<file path="src/hw/camera_pkg.sv">
package camera_pkg;

    // Raw sensor sample and debayered channel
    typedef logic [9:0] raw_pixel_t;
    typedef logic [9:0] colour_t;

    // Command port and buffer words
    typedef logic [7:0] byte_t;
    typedef logic [15:0] buffer_addr_t;
    typedef logic [7:0] operand_count_t;

    // Raw frame geometry
    localparam int SENSOR_WIDTH = 24;
    localparam int SENSOR_HEIGHT = 24;

    // Counters run one past the last column and row at the end of a line
    localparam int COORD_BITS =
        $clog2((SENSOR_WIDTH > SENSOR_HEIGHT ? SENSOR_WIDTH : SENSOR_HEIGHT) + 1);
    typedef logic [COORD_BITS-1:0] coord_t;

    // Crop window in debayered coordinates with exclusive ends
    localparam coord_t CROP_X_START = 4;
    localparam coord_t CROP_X_END = 20;
    localparam coord_t CROP_Y_START = 4;
    localparam coord_t CROP_Y_END = 20;

    // Bytes in one captured frame, one per cropped pixel
    localparam int CAPTURE_SIZE = 256;

    // Metering window of 16 by 16 pixels
    localparam coord_t METER_X_START = 2;
    localparam coord_t METER_X_END = 18;
    localparam coord_t METER_Y_START = 2;
    localparam coord_t METER_Y_END = 18;

    // log2 of the metering pixel count
    localparam int METER_SHIFT = 8;

    // Host command op codes
    localparam byte_t OP_CAPTURE = 8'h20;
    localparam byte_t OP_BYTES_AVAILABLE = 8'h21;
    localparam byte_t OP_READ_DATA = 8'h22;
    localparam byte_t OP_METERING = 8'h25;

    typedef enum logic [1:0] {
        IDLE,
        ARMED,
        CAPTURING
    } capture_state_t;

endpackage

</file>
<file path="src/hw/pixel_if.sv">
`timescale 1ns/1ps

interface pixel_if import camera_pkg::*; ();

    colour_t red;
    colour_t green;
    colour_t blue;
    logic line_valid;
    logic frame_valid;

    modport source (
        output red, green, blue, line_valid, frame_valid
    );

    modport sink (
        input red, green, blue, line_valid, frame_valid
    );

endinterface

</file>
<file path="src/hw/debayer.sv">
`timescale 1ns/1ps

module debayer import camera_pkg::*; (
    input logic clock_spi_in,
    input logic mipi_byte_reset_n,
    input raw_pixel_t bayer_data_i,
    input logic line_valid_i,
    input logic frame_valid_i,
    pixel_if.source pixel_o
);

    // Previous raw line, indexed by column
    raw_pixel_t line_buffer [SENSOR_WIDTH];

    raw_pixel_t prev_pixel;
    raw_pixel_t above_prev;
    raw_pixel_t above_cur;
    coord_t x_count;
    coord_t y_count;
    logic line_valid_q;

    colour_t red;
    colour_t blue;
    logic [$bits(raw_pixel_t):0] green_sum;

    // Place the 2x2 block ending at the current sample on the RGGB grid
    always_comb begin
        above_cur = line_buffer[x_count];
        case ({y_count[0], x_count[0]})
            2'b11: begin
                red = above_prev;
                blue = bayer_data_i;
                green_sum = {1'b0, above_cur} + {1'b0, prev_pixel};
            end
            2'b10: begin
                red = above_cur;
                blue = prev_pixel;
                green_sum = {1'b0, above_prev} + {1'b0, bayer_data_i};
            end
            2'b01: begin
                red = prev_pixel;
                blue = above_cur;
                green_sum = {1'b0, above_prev} + {1'b0, bayer_data_i};
            end
            default: begin
                red = bayer_data_i;
                blue = above_prev;
                green_sum = {1'b0, above_cur} + {1'b0, prev_pixel};
            end
        endcase
    end

    always_ff @(posedge clock_spi_in or negedge mipi_byte_reset_n) begin
        if (!mipi_byte_reset_n) begin
            x_count <= '0;
            y_count <= '0;
            line_valid_q <= 1'b0;
            pixel_o.line_valid <= 1'b0;
            pixel_o.frame_valid <= 1'b0;
        end else begin
            line_valid_q <= line_valid_i;
            x_count <= line_valid_i ? x_count + coord_t'(1) : '0;
            if (!frame_valid_i) begin
                y_count <= '0;
            end else if (line_valid_q && !line_valid_i) begin
                y_count <= y_count + coord_t'(1);
            end
            // First row and first column have no full neighbourhood
            pixel_o.line_valid <= line_valid_i && (x_count != '0) && (y_count != '0);
            pixel_o.frame_valid <= frame_valid_i;
        end
    end

    always_ff @(posedge clock_spi_in) begin
        if (line_valid_i) begin
            line_buffer[x_count] <= bayer_data_i;
            prev_pixel <= bayer_data_i;
            above_prev <= above_cur;
        end
        pixel_o.red <= red;
        pixel_o.green <= green_sum[$bits(raw_pixel_t):1];
        pixel_o.blue <= blue;
    end

    // Sensor lines only inside a frame
    assert property (@(posedge clock_spi_in) disable iff (!mipi_byte_reset_n)
        line_valid_i |-> frame_valid_i);

endmodule

</file>
<file path="src/hw/metering.sv">
`timescale 1ns/1ps

module metering import camera_pkg::*; (
    input logic clock_spi_in,
    input logic mipi_byte_reset_n,
    pixel_if.sink pixel_i,
    output byte_t red_o,
    output byte_t green_o,
    output byte_t blue_o
);

    coord_t x_count;
    coord_t y_count;
    logic line_valid_q;
    logic frame_valid_q;
    logic in_window;

    logic [METER_SHIFT+$bits(byte_t)-1:0] red_sum;
    logic [METER_SHIFT+$bits(byte_t)-1:0] green_sum;
    logic [METER_SHIFT+$bits(byte_t)-1:0] blue_sum;

    assign in_window = (x_count >= METER_X_START) && (x_count < METER_X_END) &&
                       (y_count >= METER_Y_START) && (y_count < METER_Y_END);

    always_ff @(posedge clock_spi_in or negedge mipi_byte_reset_n) begin
        if (!mipi_byte_reset_n) begin
            x_count <= '0;
            y_count <= '0;
            line_valid_q <= 1'b0;
            frame_valid_q <= 1'b0;
            red_sum <= '0;
            green_sum <= '0;
            blue_sum <= '0;
            red_o <= '0;
            green_o <= '0;
            blue_o <= '0;
        end else begin
            line_valid_q <= pixel_i.line_valid;
            frame_valid_q <= pixel_i.frame_valid;
            x_count <= pixel_i.line_valid ? x_count + coord_t'(1) : '0;
            if (!pixel_i.frame_valid) begin
                y_count <= '0;
            end else if (line_valid_q && !pixel_i.line_valid) begin
                y_count <= y_count + coord_t'(1);
            end

            if (frame_valid_q && !pixel_i.frame_valid) begin
                // Average is the window sum divided by the pixel count
                red_o <= red_sum[METER_SHIFT +: $bits(byte_t)];
                green_o <= green_sum[METER_SHIFT +: $bits(byte_t)];
                blue_o <= blue_sum[METER_SHIFT +: $bits(byte_t)];
                red_sum <= '0;
                green_sum <= '0;
                blue_sum <= '0;
            end else if (pixel_i.line_valid && in_window) begin
                // Upper 8 bits of each channel only
                red_sum <= red_sum + (METER_SHIFT + 8)'(pixel_i.red[9:2]);
                green_sum <= green_sum + (METER_SHIFT + 8)'(pixel_i.green[9:2]);
                blue_sum <= blue_sum + (METER_SHIFT + 8)'(pixel_i.blue[9:2]);
            end
        end
    end

endmodule

</file>
<file path="src/hw/crop.sv">
`timescale 1ns/1ps

module crop import camera_pkg::*; (
    input logic clock_spi_in,
    input logic mipi_byte_reset_n,
    pixel_if.sink pixel_i,
    pixel_if.source pixel_o
);

    coord_t x_count;
    coord_t y_count;
    logic line_valid_q;
    logic in_window;

    assign in_window = (x_count >= CROP_X_START) && (x_count < CROP_X_END) &&
                       (y_count >= CROP_Y_START) && (y_count < CROP_Y_END);

    always_ff @(posedge clock_spi_in or negedge mipi_byte_reset_n) begin
        if (!mipi_byte_reset_n) begin
            x_count <= '0;
            y_count <= '0;
            line_valid_q <= 1'b0;
            pixel_o.line_valid <= 1'b0;
            pixel_o.frame_valid <= 1'b0;
        end else begin
            line_valid_q <= pixel_i.line_valid;
            x_count <= pixel_i.line_valid ? x_count + coord_t'(1) : '0;
            // Row counter restarts with every frame
            if (!pixel_i.frame_valid) begin
                y_count <= '0;
            end else if (line_valid_q && !pixel_i.line_valid) begin
                y_count <= y_count + coord_t'(1);
            end
            pixel_o.line_valid <= pixel_i.line_valid && in_window;
            pixel_o.frame_valid <= pixel_i.frame_valid;
        end
    end

    // Colour follows with the same delay as the valid levels
    always_ff @(posedge clock_spi_in) begin
        pixel_o.red <= pixel_i.red;
        pixel_o.green <= pixel_i.green;
        pixel_o.blue <= pixel_i.blue;
    end

endmodule

</file>
<file path="src/hw/image_buffer.sv">
`timescale 1ns/1ps

module image_buffer import camera_pkg::*; (
    input logic clock_spi_in,
    input buffer_addr_t address_i,
    input byte_t write_data_i,
    input logic write_enable_i,
    output byte_t read_data_o
);

    // One RGB332 byte per cropped pixel
    byte_t memory [CAPTURE_SIZE];

    always_ff @(posedge clock_spi_in) begin
        if (write_enable_i) begin
            memory[address_i[$clog2(CAPTURE_SIZE)-1:0]] <= write_data_i;
        end
        read_data_o <= memory[address_i[$clog2(CAPTURE_SIZE)-1:0]];
    end

    // Writes come from the crop window count, never past the frame size
    assert property (@(posedge clock_spi_in)
        write_enable_i |-> (address_i < buffer_addr_t'(CAPTURE_SIZE)));

endmodule

</file>
<file path="src/hw/camera_command.sv">
`timescale 1ns/1ps

module camera_command import camera_pkg::*; (
    input logic clock_spi_in,
    input logic mipi_byte_reset_n,
    input byte_t op_code_i,
    input logic op_code_valid_i,
    input logic operand_valid_i,
    input operand_count_t operand_count_i,
    input byte_t red_i,
    input byte_t green_i,
    input byte_t blue_i,
    pixel_if.sink cropped_i,
    input byte_t buffer_read_data_i,
    output buffer_addr_t buffer_address_o,
    output byte_t buffer_write_data_o,
    output logic buffer_write_enable_o,
    output byte_t response_o,
    output logic response_valid_o
);

    capture_state_t capture_state;
    buffer_addr_t bytes_read;
    buffer_addr_t bytes_remaining;
    buffer_addr_t write_count;
    buffer_addr_t write_address;
    logic operand_valid_q;
    logic frame_valid_q;
    logic capture_request;

    assign capture_request = op_code_valid_i && (op_code_i == OP_CAPTURE);
    assign bytes_remaining = buffer_addr_t'(CAPTURE_SIZE) - bytes_read;

    // Writes win the shared address, otherwise the read pointer
    assign buffer_address_o = buffer_write_enable_o ? write_address : bytes_read;

    // Host commands
    always_ff @(posedge clock_spi_in or negedge mipi_byte_reset_n) begin
        if (!mipi_byte_reset_n) begin
            response_o <= '0;
            response_valid_o <= 1'b0;
            bytes_read <= '0;
            operand_valid_q <= 1'b0;
        end else begin
            operand_valid_q <= operand_valid_i;
            response_valid_o <= 1'b0;
            if (op_code_valid_i) begin
                case (op_code_i)
                    OP_CAPTURE: begin
                        response_o <= '0;
                        response_valid_o <= 1'b1;
                        if (capture_state == IDLE) begin
                            bytes_read <= '0;
                        end
                    end
                    OP_BYTES_AVAILABLE: begin
                        response_o <= (operand_count_i == '0) ? bytes_remaining[15:8]
                                                              : bytes_remaining[7:0];
                        response_valid_o <= 1'b1;
                    end
                    OP_READ_DATA: begin
                        response_o <= buffer_read_data_i;
                        response_valid_o <= 1'b1;
                        // One byte per operand strobe
                        if (operand_valid_i && !operand_valid_q) begin
                            bytes_read <= bytes_read + buffer_addr_t'(1);
                        end
                    end
                    OP_METERING: begin
                        case (operand_count_i)
                            8'd0: response_o <= red_i;
                            8'd1: response_o <= green_i;
                            default: response_o <= blue_i;
                        endcase
                        response_valid_o <= 1'b1;
                    end
                    default: response_valid_o <= 1'b0;
                endcase
            end
        end
    end

    // Capture FSM and write side
    always_ff @(posedge clock_spi_in or negedge mipi_byte_reset_n) begin
        if (!mipi_byte_reset_n) begin
            capture_state <= IDLE;
            frame_valid_q <= 1'b0;
            write_count <= '0;
            buffer_write_enable_o <= 1'b0;
        end else begin
            frame_valid_q <= cropped_i.frame_valid;
            case (capture_state)
                IDLE: if (capture_request) capture_state <= ARMED;
                ARMED: if (cropped_i.frame_valid && !frame_valid_q) capture_state <= CAPTURING;
                default: if (!cropped_i.frame_valid && frame_valid_q) capture_state <= IDLE;
            endcase
            if (!cropped_i.frame_valid) begin
                write_count <= '0;
            end else if (cropped_i.line_valid) begin
                write_count <= write_count + buffer_addr_t'(1);
            end
            buffer_write_enable_o <= (capture_state == CAPTURING) && cropped_i.line_valid;
        end
    end

    always_ff @(posedge clock_spi_in) begin
        write_address <= write_count;
        // RGB332 packing
        buffer_write_data_o <= {cropped_i.red[9:7], cropped_i.green[9:7], cropped_i.blue[9:8]};
    end

    assert property (@(posedge clock_spi_in) disable iff (!mipi_byte_reset_n)
        buffer_write_enable_o |-> (capture_state == CAPTURING));

endmodule

</file>
<file path="src/hw/camera.sv">
`timescale 1ns/1ps

module camera import camera_pkg::*; (
    input logic clock_spi_in,
    input logic mipi_byte_reset_n,
    input raw_pixel_t bayer_data_i,
    input logic line_valid_i,
    input logic frame_valid_i,
    input byte_t op_code_i,
    input logic op_code_valid_i,
    input logic operand_valid_i,
    input operand_count_t operand_count_i,
    output byte_t response_o,
    output logic response_valid_o
);

    pixel_if debayered ();
    pixel_if cropped ();

    byte_t red_metering;
    byte_t green_metering;
    byte_t blue_metering;
    buffer_addr_t buffer_address;
    byte_t buffer_write_data;
    byte_t buffer_read_data;
    logic buffer_write_enable;

    debayer u_debayer (
        .clock_spi_in(clock_spi_in),
        .mipi_byte_reset_n(mipi_byte_reset_n),
        .bayer_data_i(bayer_data_i),
        .line_valid_i(line_valid_i),
        .frame_valid_i(frame_valid_i),
        .pixel_o(debayered.source)
    );

    // Metering sees the full debayered frame, not just the crop
    metering u_metering (
        .clock_spi_in(clock_spi_in),
        .mipi_byte_reset_n(mipi_byte_reset_n),
        .pixel_i(debayered.sink),
        .red_o(red_metering),
        .green_o(green_metering),
        .blue_o(blue_metering)
    );

    crop u_crop (
        .clock_spi_in(clock_spi_in),
        .mipi_byte_reset_n(mipi_byte_reset_n),
        .pixel_i(debayered.sink),
        .pixel_o(cropped.source)
    );

    camera_command u_camera_command (
        .clock_spi_in(clock_spi_in),
        .mipi_byte_reset_n(mipi_byte_reset_n),
        .op_code_i(op_code_i),
        .op_code_valid_i(op_code_valid_i),
        .operand_valid_i(operand_valid_i),
        .operand_count_i(operand_count_i),
        .red_i(red_metering),
        .green_i(green_metering),
        .blue_i(blue_metering),
        .cropped_i(cropped.sink),
        .buffer_read_data_i(buffer_read_data),
        .buffer_address_o(buffer_address),
        .buffer_write_data_o(buffer_write_data),
        .buffer_write_enable_o(buffer_write_enable),
        .response_o(response_o),
        .response_valid_o(response_valid_o)
    );

    image_buffer u_image_buffer (
        .clock_spi_in(clock_spi_in),
        .address_i(buffer_address),
        .write_data_i(buffer_write_data),
        .write_enable_i(buffer_write_enable),
        .read_data_o(buffer_read_data)
    );

endmodule

</file>
<file path="config.mk">
export PLATFORM = sky130hd
export DESIGN_NAME = camera
export DESIGN_NICKNAME = d
export VERILOG_FILES = /design/src/hw/camera_pkg.sv /design/src/hw/pixel_if.sv /design/src/hw/debayer.sv /design/src/hw/metering.sv /design/src/hw/crop.sv /design/src/hw/image_buffer.sv /design/src/hw/camera_command.sv /design/src/hw/camera.sv
export SDC_FILE = /design/constraint.sdc
export NUM_CORES = 2
export LEC_CHECK = 0
export BUFFER_PORTS_ARGS = -buffer_cell sky130_fd_sc_hd__buf_2
export CAP_MARGIN = 10
export CORE_AREA = 5 5 583 585
export DETAILED_ROUTE_END_ITERATION = 6
export DIE_AREA = 0 0 588 590
export GPL_TIMING_DRIVEN = 0
export PLACE_DENSITY = 0.45
export SLEW_MARGIN = 5
export SYNTH_ARGS = -nofsm -noshare
export SYNTH_HDL_FRONTEND = slang
export SYNTH_SLANG_ARGS = --single-unit
export TNS_END_PERCENT = 30
</file>
<file path="constraint.sdc">
create_clock -name clock_spi_in -period 5.05 [get_ports clock_spi_in]
set_input_delay 0.505 -clock clock_spi_in [delete_from_list [all_inputs] [get_ports clock_spi_in]]
set_output_delay 0.505 -clock clock_spi_in [all_outputs]
set_load 0.02 [all_outputs]
</file>
==> report_table.html <==
<table>
<tr><th>Metric</th><th>Value</th></tr>
<tr><th colspan="2">Run status</th></tr>
<tr><td>Status</td><td>complete, but fails checks</td></tr>
<tr><td>Violations in the final reports</td><td>design-rule violations, max-capacitance violations, max-slew violations, negative setup slack</td></tr>
<tr><th colspan="2">Pwr</th></tr>
<tr><td>Leakage power</td><td>0.03846 uW</td></tr>
<tr><td>Overall power of the completed layout</td><td>49510 uW</td></tr>
<tr><td>Power per cell area</td><td>423.1 mW/mm^2</td></tr>
<tr><td>Worst VDD drop</td><td>0.2754 mV</td></tr>
<tr><th colspan="2">Die</th></tr>
<tr><td>Y dimension of the die</td><td>590 microns</td></tr>
<tr><td>Die area</td><td>0.3469 sq mm</td></tr>
<tr><td>Starting density of the core</td><td>0.2981</td></tr>
<tr><td>I/O pins</td><td>41</td></tr>
<tr><td>Total number of placement rows</td><td>213</td></tr>
<tr><td>Core area</td><td>0.3347 sq mm</td></tr>
<tr><td>Die Width</td><td>588 microns</td></tr>
<tr><th colspan="2">Synthesis</th></tr>
<tr><td>Post-synthesis sequential area ratio</td><td>0.7424</td></tr>
<tr><td>Distinct cell type count after synthesis</td><td>78</td></tr>
<tr><td>Avg Inst Size Synth</td><td>17.08 sq um</td></tr>
<tr><td>Combined area of all synthesized cells</td><td>0.09978 sq mm</td></tr>
<tr><td>Share of async-settable or async-resettable flops after synthesis</td><td>0.05817</td></tr>
<tr><td>Total of flip-flops plus latches after synthesis</td><td>2510</td></tr>
<tr><td>Number of enable-type register cells in the synthesized netlist</td><td>2308</td></tr>
<tr><td>Most frequently used flop master after synthesis</td><td>sky130_fd_sc_hd__edfxtp_1</td></tr>
<tr><td>Total number of yosys warnings</td><td>0</td></tr>
<tr><td>Total nets after synthesis</td><td>5938</td></tr>
<tr><td>Syn Inst Count</td><td>5842</td></tr>
<tr><th colspan="2">CTS</th></tr>
<tr><td>Clock edge transition at the registers on the reported setup and hold paths</td><td>60 ps</td></tr>
<tr><td>Number of H-tree levels</td><td>5</td></tr>
<tr><td>Total clock buffers created by CTS</td><td>283</td></tr>
<tr><td>Root Driver</td><td>sky130_fd_sc_hd__clkbuf_16</td></tr>
<tr><td>Number of buffers on the longest clock path</td><td>4</td></tr>
<tr><td>Sinks on Clock Net</td><td>2510</td></tr>
<tr><td>Insertion delay of the later-clocked pin in the worst-skew pair</td><td>920 ps</td></tr>
<tr><td>TritonCTS clock tree</td><td>yes</td></tr>
<tr><th colspan="2">Worst hold path</th></tr>
<tr><td>Number of cells on the worst hold path</td><td>1</td></tr>
<tr><td>Worst min-delay path category</td><td>input port to register</td></tr>
<tr><td>Hold EP</td><td>u_debayer.line_valid_q$_DFF_PN0_</td></tr>
<tr><td>Startpoint of the most critical hold path</td><td>line_valid_i</td></tr>
<tr><th colspan="2">Detailed routing</th></tr>
<tr><td>Total Wirelength</td><td>424.3 mm</td></tr>
<tr><td>First-iteration detailed-routing DRC count</td><td>9175</td></tr>
<tr><td>Drt wl/cell</td><td>39.01 microns</td></tr>
<tr><td>Detailed-router iteration count before antenna repair</td><td>7</td></tr>
<tr><td>ANT nets after route</td><td>0</td></tr>
<tr><td>Vias per Instance</td><td>5.657</td></tr>
<tr><td>Number of vias in the routed layout</td><td>61520</td></tr>
<tr><td>DRC errors left</td><td>2</td></tr>
<tr><th colspan="2">Worst setup path</th></tr>
<tr><td>Startpoint of the most critical register-to-register path</td><td>u_camera_command.bytes_read[1]$_DFFE_PN0P_</td></tr>
<tr><td>Endpoint class of the critical path</td><td>register</td></tr>
<tr><td>Worst-path fanout max</td><td>10</td></tr>
<tr><td>Req. time, crit path</td><td>5630 ps</td></tr>
<tr><td>Reg2reg path depth</td><td>11</td></tr>
<tr><td>WP data arrival</td><td>6000 ps</td></tr>
<tr><td>Internal reg-to-reg setup slack</td><td>-370 ps</td></tr>
<tr><td>RR Endpoint</td><td>u_image_buffer.read_data_o[7]$_DFF_P_</td></tr>
<tr><td>Launching element type of the critical path</td><td>register</td></tr>
<tr><td>Category of the critical setup timing path</td><td>register to register</td></tr>
<tr><th colspan="2">Placed design</th></tr>
<tr><td>RePlAce Congestion</td><td>1.016</td></tr>
<tr><td>HPWL Detailed</td><td>287.1 mm</td></tr>
<tr><td>Buffers on Ports</td><td>38</td></tr>
<tr><th colspan="2">Final layout</th></tr>
<tr><td>Fraction of final layout cells sized beyond drive strength 1</td><td>0.2107</td></tr>
<tr><td>Synthesis-to-layout area growth</td><td>17.27%</td></tr>
<tr><td>Layout net count</td><td>6344</td></tr>
<tr><th colspan="2">Timing</th></tr>
<tr><td>Post-layout minimum cycle time</td><td>5419 ps</td></tr>
<tr><td>Endpoints failing hold</td><td>0</td></tr>
<tr><td>Skew final</td><td>60.94 ps</td></tr>
<tr><td>Highest clock rate</td><td>184.5 MHz</td></tr>
<tr><td>Max-Slew Margin vs Limit</td><td>-0.01237</td></tr>
<tr><td>Share of the clock period used by the worst path</td><td>1.073</td></tr>
<tr><td>Actual transition at the worst max-transition pin</td><td>1519 ps</td></tr>
<tr><td>RSZ-0062 raised after global routing</td><td>yes</td></tr>
<tr><td>Number of pins exceeding their max-slew limit in the final report</td><td>11</td></tr>
<tr><td>Worst slack on hold paths</td><td>62.31 ps</td></tr>
<tr><td>Worst path setup slack after routing</td><td>-368.7 ps</td></tr>
<tr><td>Final setup violation count</td><td>427</td></tr>
<tr><th colspan="2">Global route</th></tr>
<tr><td>Remaining Overflow, GRT</td><td>0</td></tr>
<tr><td>Vias in the first global route</td><td>57950</td></tr>
<tr><td>Total Routing Usage GR</td><td>0.2373</td></tr>
<tr><td>Initial antenna violation count</td><td>34</td></tr>
<tr><td>Wire length of the first global-routing pass</td><td>553.9 mm</td></tr>
<tr><td>Pin count of the biggest net entering global routing</td><td>91</td></tr>
<tr><th colspan="2">Run</th></tr>
<tr><td>Max cap viols</td><td>1</td></tr>
</table>
==> cells in the mapped netlist, drive strengths merged (10+ instances only) <==
cell    count  share of area
a21oi     117         0.0059
o21ai      71         0.0036
and3       32         0.0020
xor2       27         0.0024
a22oi      73         0.0055
inv        45         0.0017
edfxtp   2308           0.69
a211oi     16         0.0012
o211ai     15         0.0013
or3        19         0.0012
buf       191          0.011
clkbuf    130         0.0049
xnor2      66         0.0058
mux2i      90         0.0091
dfrtp     146          0.037
nor2      392          0.015
a221o      18         0.0018
dfxtp      56          0.011
nor2b      26         0.0016
a31oi      32         0.0020
o22ai      10        0.00063
mux2       16         0.0018
mux4      447           0.10
a221oi     12         0.0011
ha         61         0.0076
and2       42         0.0026
nor4       13        0.00082
nand3     303          0.015
nand2     761          0.029
a21o       15         0.0011
a32oi      39         0.0034
nor3       36         0.0018
nand4     114         0.0071
==> cells by family (layout without fill, tap and decap cells) <==
kind of cell	count (synthesis)	count (layout)	share of synthesized area
compound gates	479	479	0.03288
buf+inv	366	983	0.01745
xor+xnor	93	93	0.008163
other cells	0	10	0
mux	553	553	0.1118
simple gates	1777	1777	0.07902
fa+ha+maj	64	64	0.008251
flops	2510	2510	0.7424
==> registers in the layout (all words and copies together) (netlist names), 10 cells and up <==
| signal | flops |
|---|---|
| u_metering.blue_sum | 16 |
| u_image_buffer.memory | 2048 |
| u_metering.green_sum | 16 |
| u_debayer.prev_pixel | 10 |
| u_debayer.line_buffer | 240 |
| u_debayer.above_prev | 10 |
| u_metering.red_sum | 16 |
| u_camera_command.bytes_read | 16 |
==> stage by stage <==
| step | area [sq um] | setup slack [ps] | std cells | setup TNS [ps] | utilization |
|---|---|---|---|---|---|
| 3_5_place_dp | 106900 | -2635 | 10350 | -964610 | 0.3192 |
| 5_1_grt | 117000 | -166.3 | 10870 | -3122 | 0.3495 |
| 4_1_cts | 116700 | -243.6 | 10860 | -8696 | 0.3487 |
| 2_1_floorplan | 99780 | 815.9 | 5842 | 0 | - |
| 3_3_place_gp | 105500 | -3962 | 10290 | -9415090 | 0.3151 |
| 6_report | 117000 | -368.7 | 10880 | -32270 | 0.3496 |
==> layout make-up <==
cell class / instances / area, sq um
clock inverters: 135 / 1107
multi-input cells: 2966 / 24670
clock buffers: 361 / 7512
plain buffers: 314 / 2251
repair buffers: 128 / 1654
diodes: 10 / 25.02
inverters: 45 / 168.9
well taps: 4407 / 5514
fillers: 31790 / 217700
flip-flops and latches: 2510 / 74110
==> worst max-delay path by stage <==
stage	end	cells past startpoint	start
floorplan	u_image_buffer.memory[0][0]$_DFFE_PP_	0	u_camera_command.buffer_write_data_o[0]$_DFF_P_
global placement	u_image_buffer.memory[104][3]$_DFFE_PP_	0	u_camera_command.buffer_write_data_o[3]$_DFF_P_
detailed placement	u_image_buffer.memory[139][4]$_DFFE_PP_	11	u_camera_command.bytes_read[0]$_DFFE_PN0P_
CTS	u_image_buffer.memory[191][3]$_DFFE_PP_	8	u_camera_command.bytes_read[4]$_DFFE_PN0P_
global route	u_image_buffer.read_data_o[6]$_DFF_P_	13	u_camera_command.buffer_write_enable_o$_DFF_PN0_
finish	u_image_buffer.read_data_o[7]$_DFF_P_	11	u_camera_command.bytes_read[1]$_DFFE_PN0P_
==> power by group <==
part	internal (uW)	leakage, uW	switching [uW]
combinational	1410	0.0110	3910
sequential	23900	0.0233	380
clock	11300	0.00421	8580
total	36600	0.0385	12900
==> per-layer routing <==
layer | vias to the layer above | share of wire | GRT usage | routed length [microns]
li1 | 23830 | - | - | -
met1 | 32850 | 0.39 | 0.3153 | 165900
met2 | 3876 | 0.43 | 0.3504 | 183500
met3 | 944 | 0.11 | 0.06932 | 46690
met4 | 28 | 0.066 | 0.1284 | 27820
met5 | - | 0.00096 | 0.002874 | 408
==> worst max-delay path, cell delays in order (launching register included) <==
cell and delay [ps]:
sky130_fd_sc_hd__dfrtp_1 550, sky130_fd_sc_hd__mux2_4 380, sky130_fd_sc_hd__buf_6 330, sky130_fd_sc_hd__buf_4 400, sky130_fd_sc_hd__buf_4 450, sky130_fd_sc_hd__mux4_2 400, sky130_fd_sc_hd__mux2i_2 480, sky130_fd_sc_hd__nor3_1 170
sky130_fd_sc_hd__a2111oi_4 570, sky130_fd_sc_hd__nand4_1 400, sky130_fd_sc_hd__a211oi_2 480, sky130_fd_sc_hd__nand4_1 450
==> repair_timing <==
item                                   in CTS  in global routing
buffers inserted                           16                  3
resized for setup                         352                 89
setup endpoints to repair                1161                345
pin swaps                                  18                  8
hold buffers                                5                  0
endpoints found under the hold margin      66                  0
==> placed cells by master (no fill, tap or decap), drive strengths merged, types with 8 or more instances in the layout <==
cell | Yosys | routed
nor3 | 36 | 36
xnor2 | 66 | 66
a221oi | 12 | 12
xor2 | 27 | 27
o211ai | 15 | 15
a21o | 15 | 15
o21a | 8 | 8
bufinv | 0 | 15
o21ai | 71 | 71
and2 | 42 | 42
nor2b | 26 | 26
a22oi | 73 | 73
a21oi | 117 | 117
dfxtp | 56 | 56
or3 | 19 | 19
edfxtp | 2308 | 2308
buf | 191 | 299
diode | 0 | 10
inv | 45 | 53
mux2i | 90 | 90
a221o | 18 | 18
nand3 | 303 | 303
nand4 | 114 | 114
nor2 | 392 | 392
a211oi | 16 | 16
clkinv | 0 | 108
dfrtp | 146 | 146
o22ai | 10 | 10
mux2 | 16 | 16
a31oi | 32 | 32
and3 | 32 | 32
mux4 | 447 | 447
nand2 | 761 | 761
ha | 61 | 61
a32oi | 39 | 39
nor4 | 13 | 13
clkbuf | 130 | 492
No activity file was read; power rests on OpenSTA's default activity.
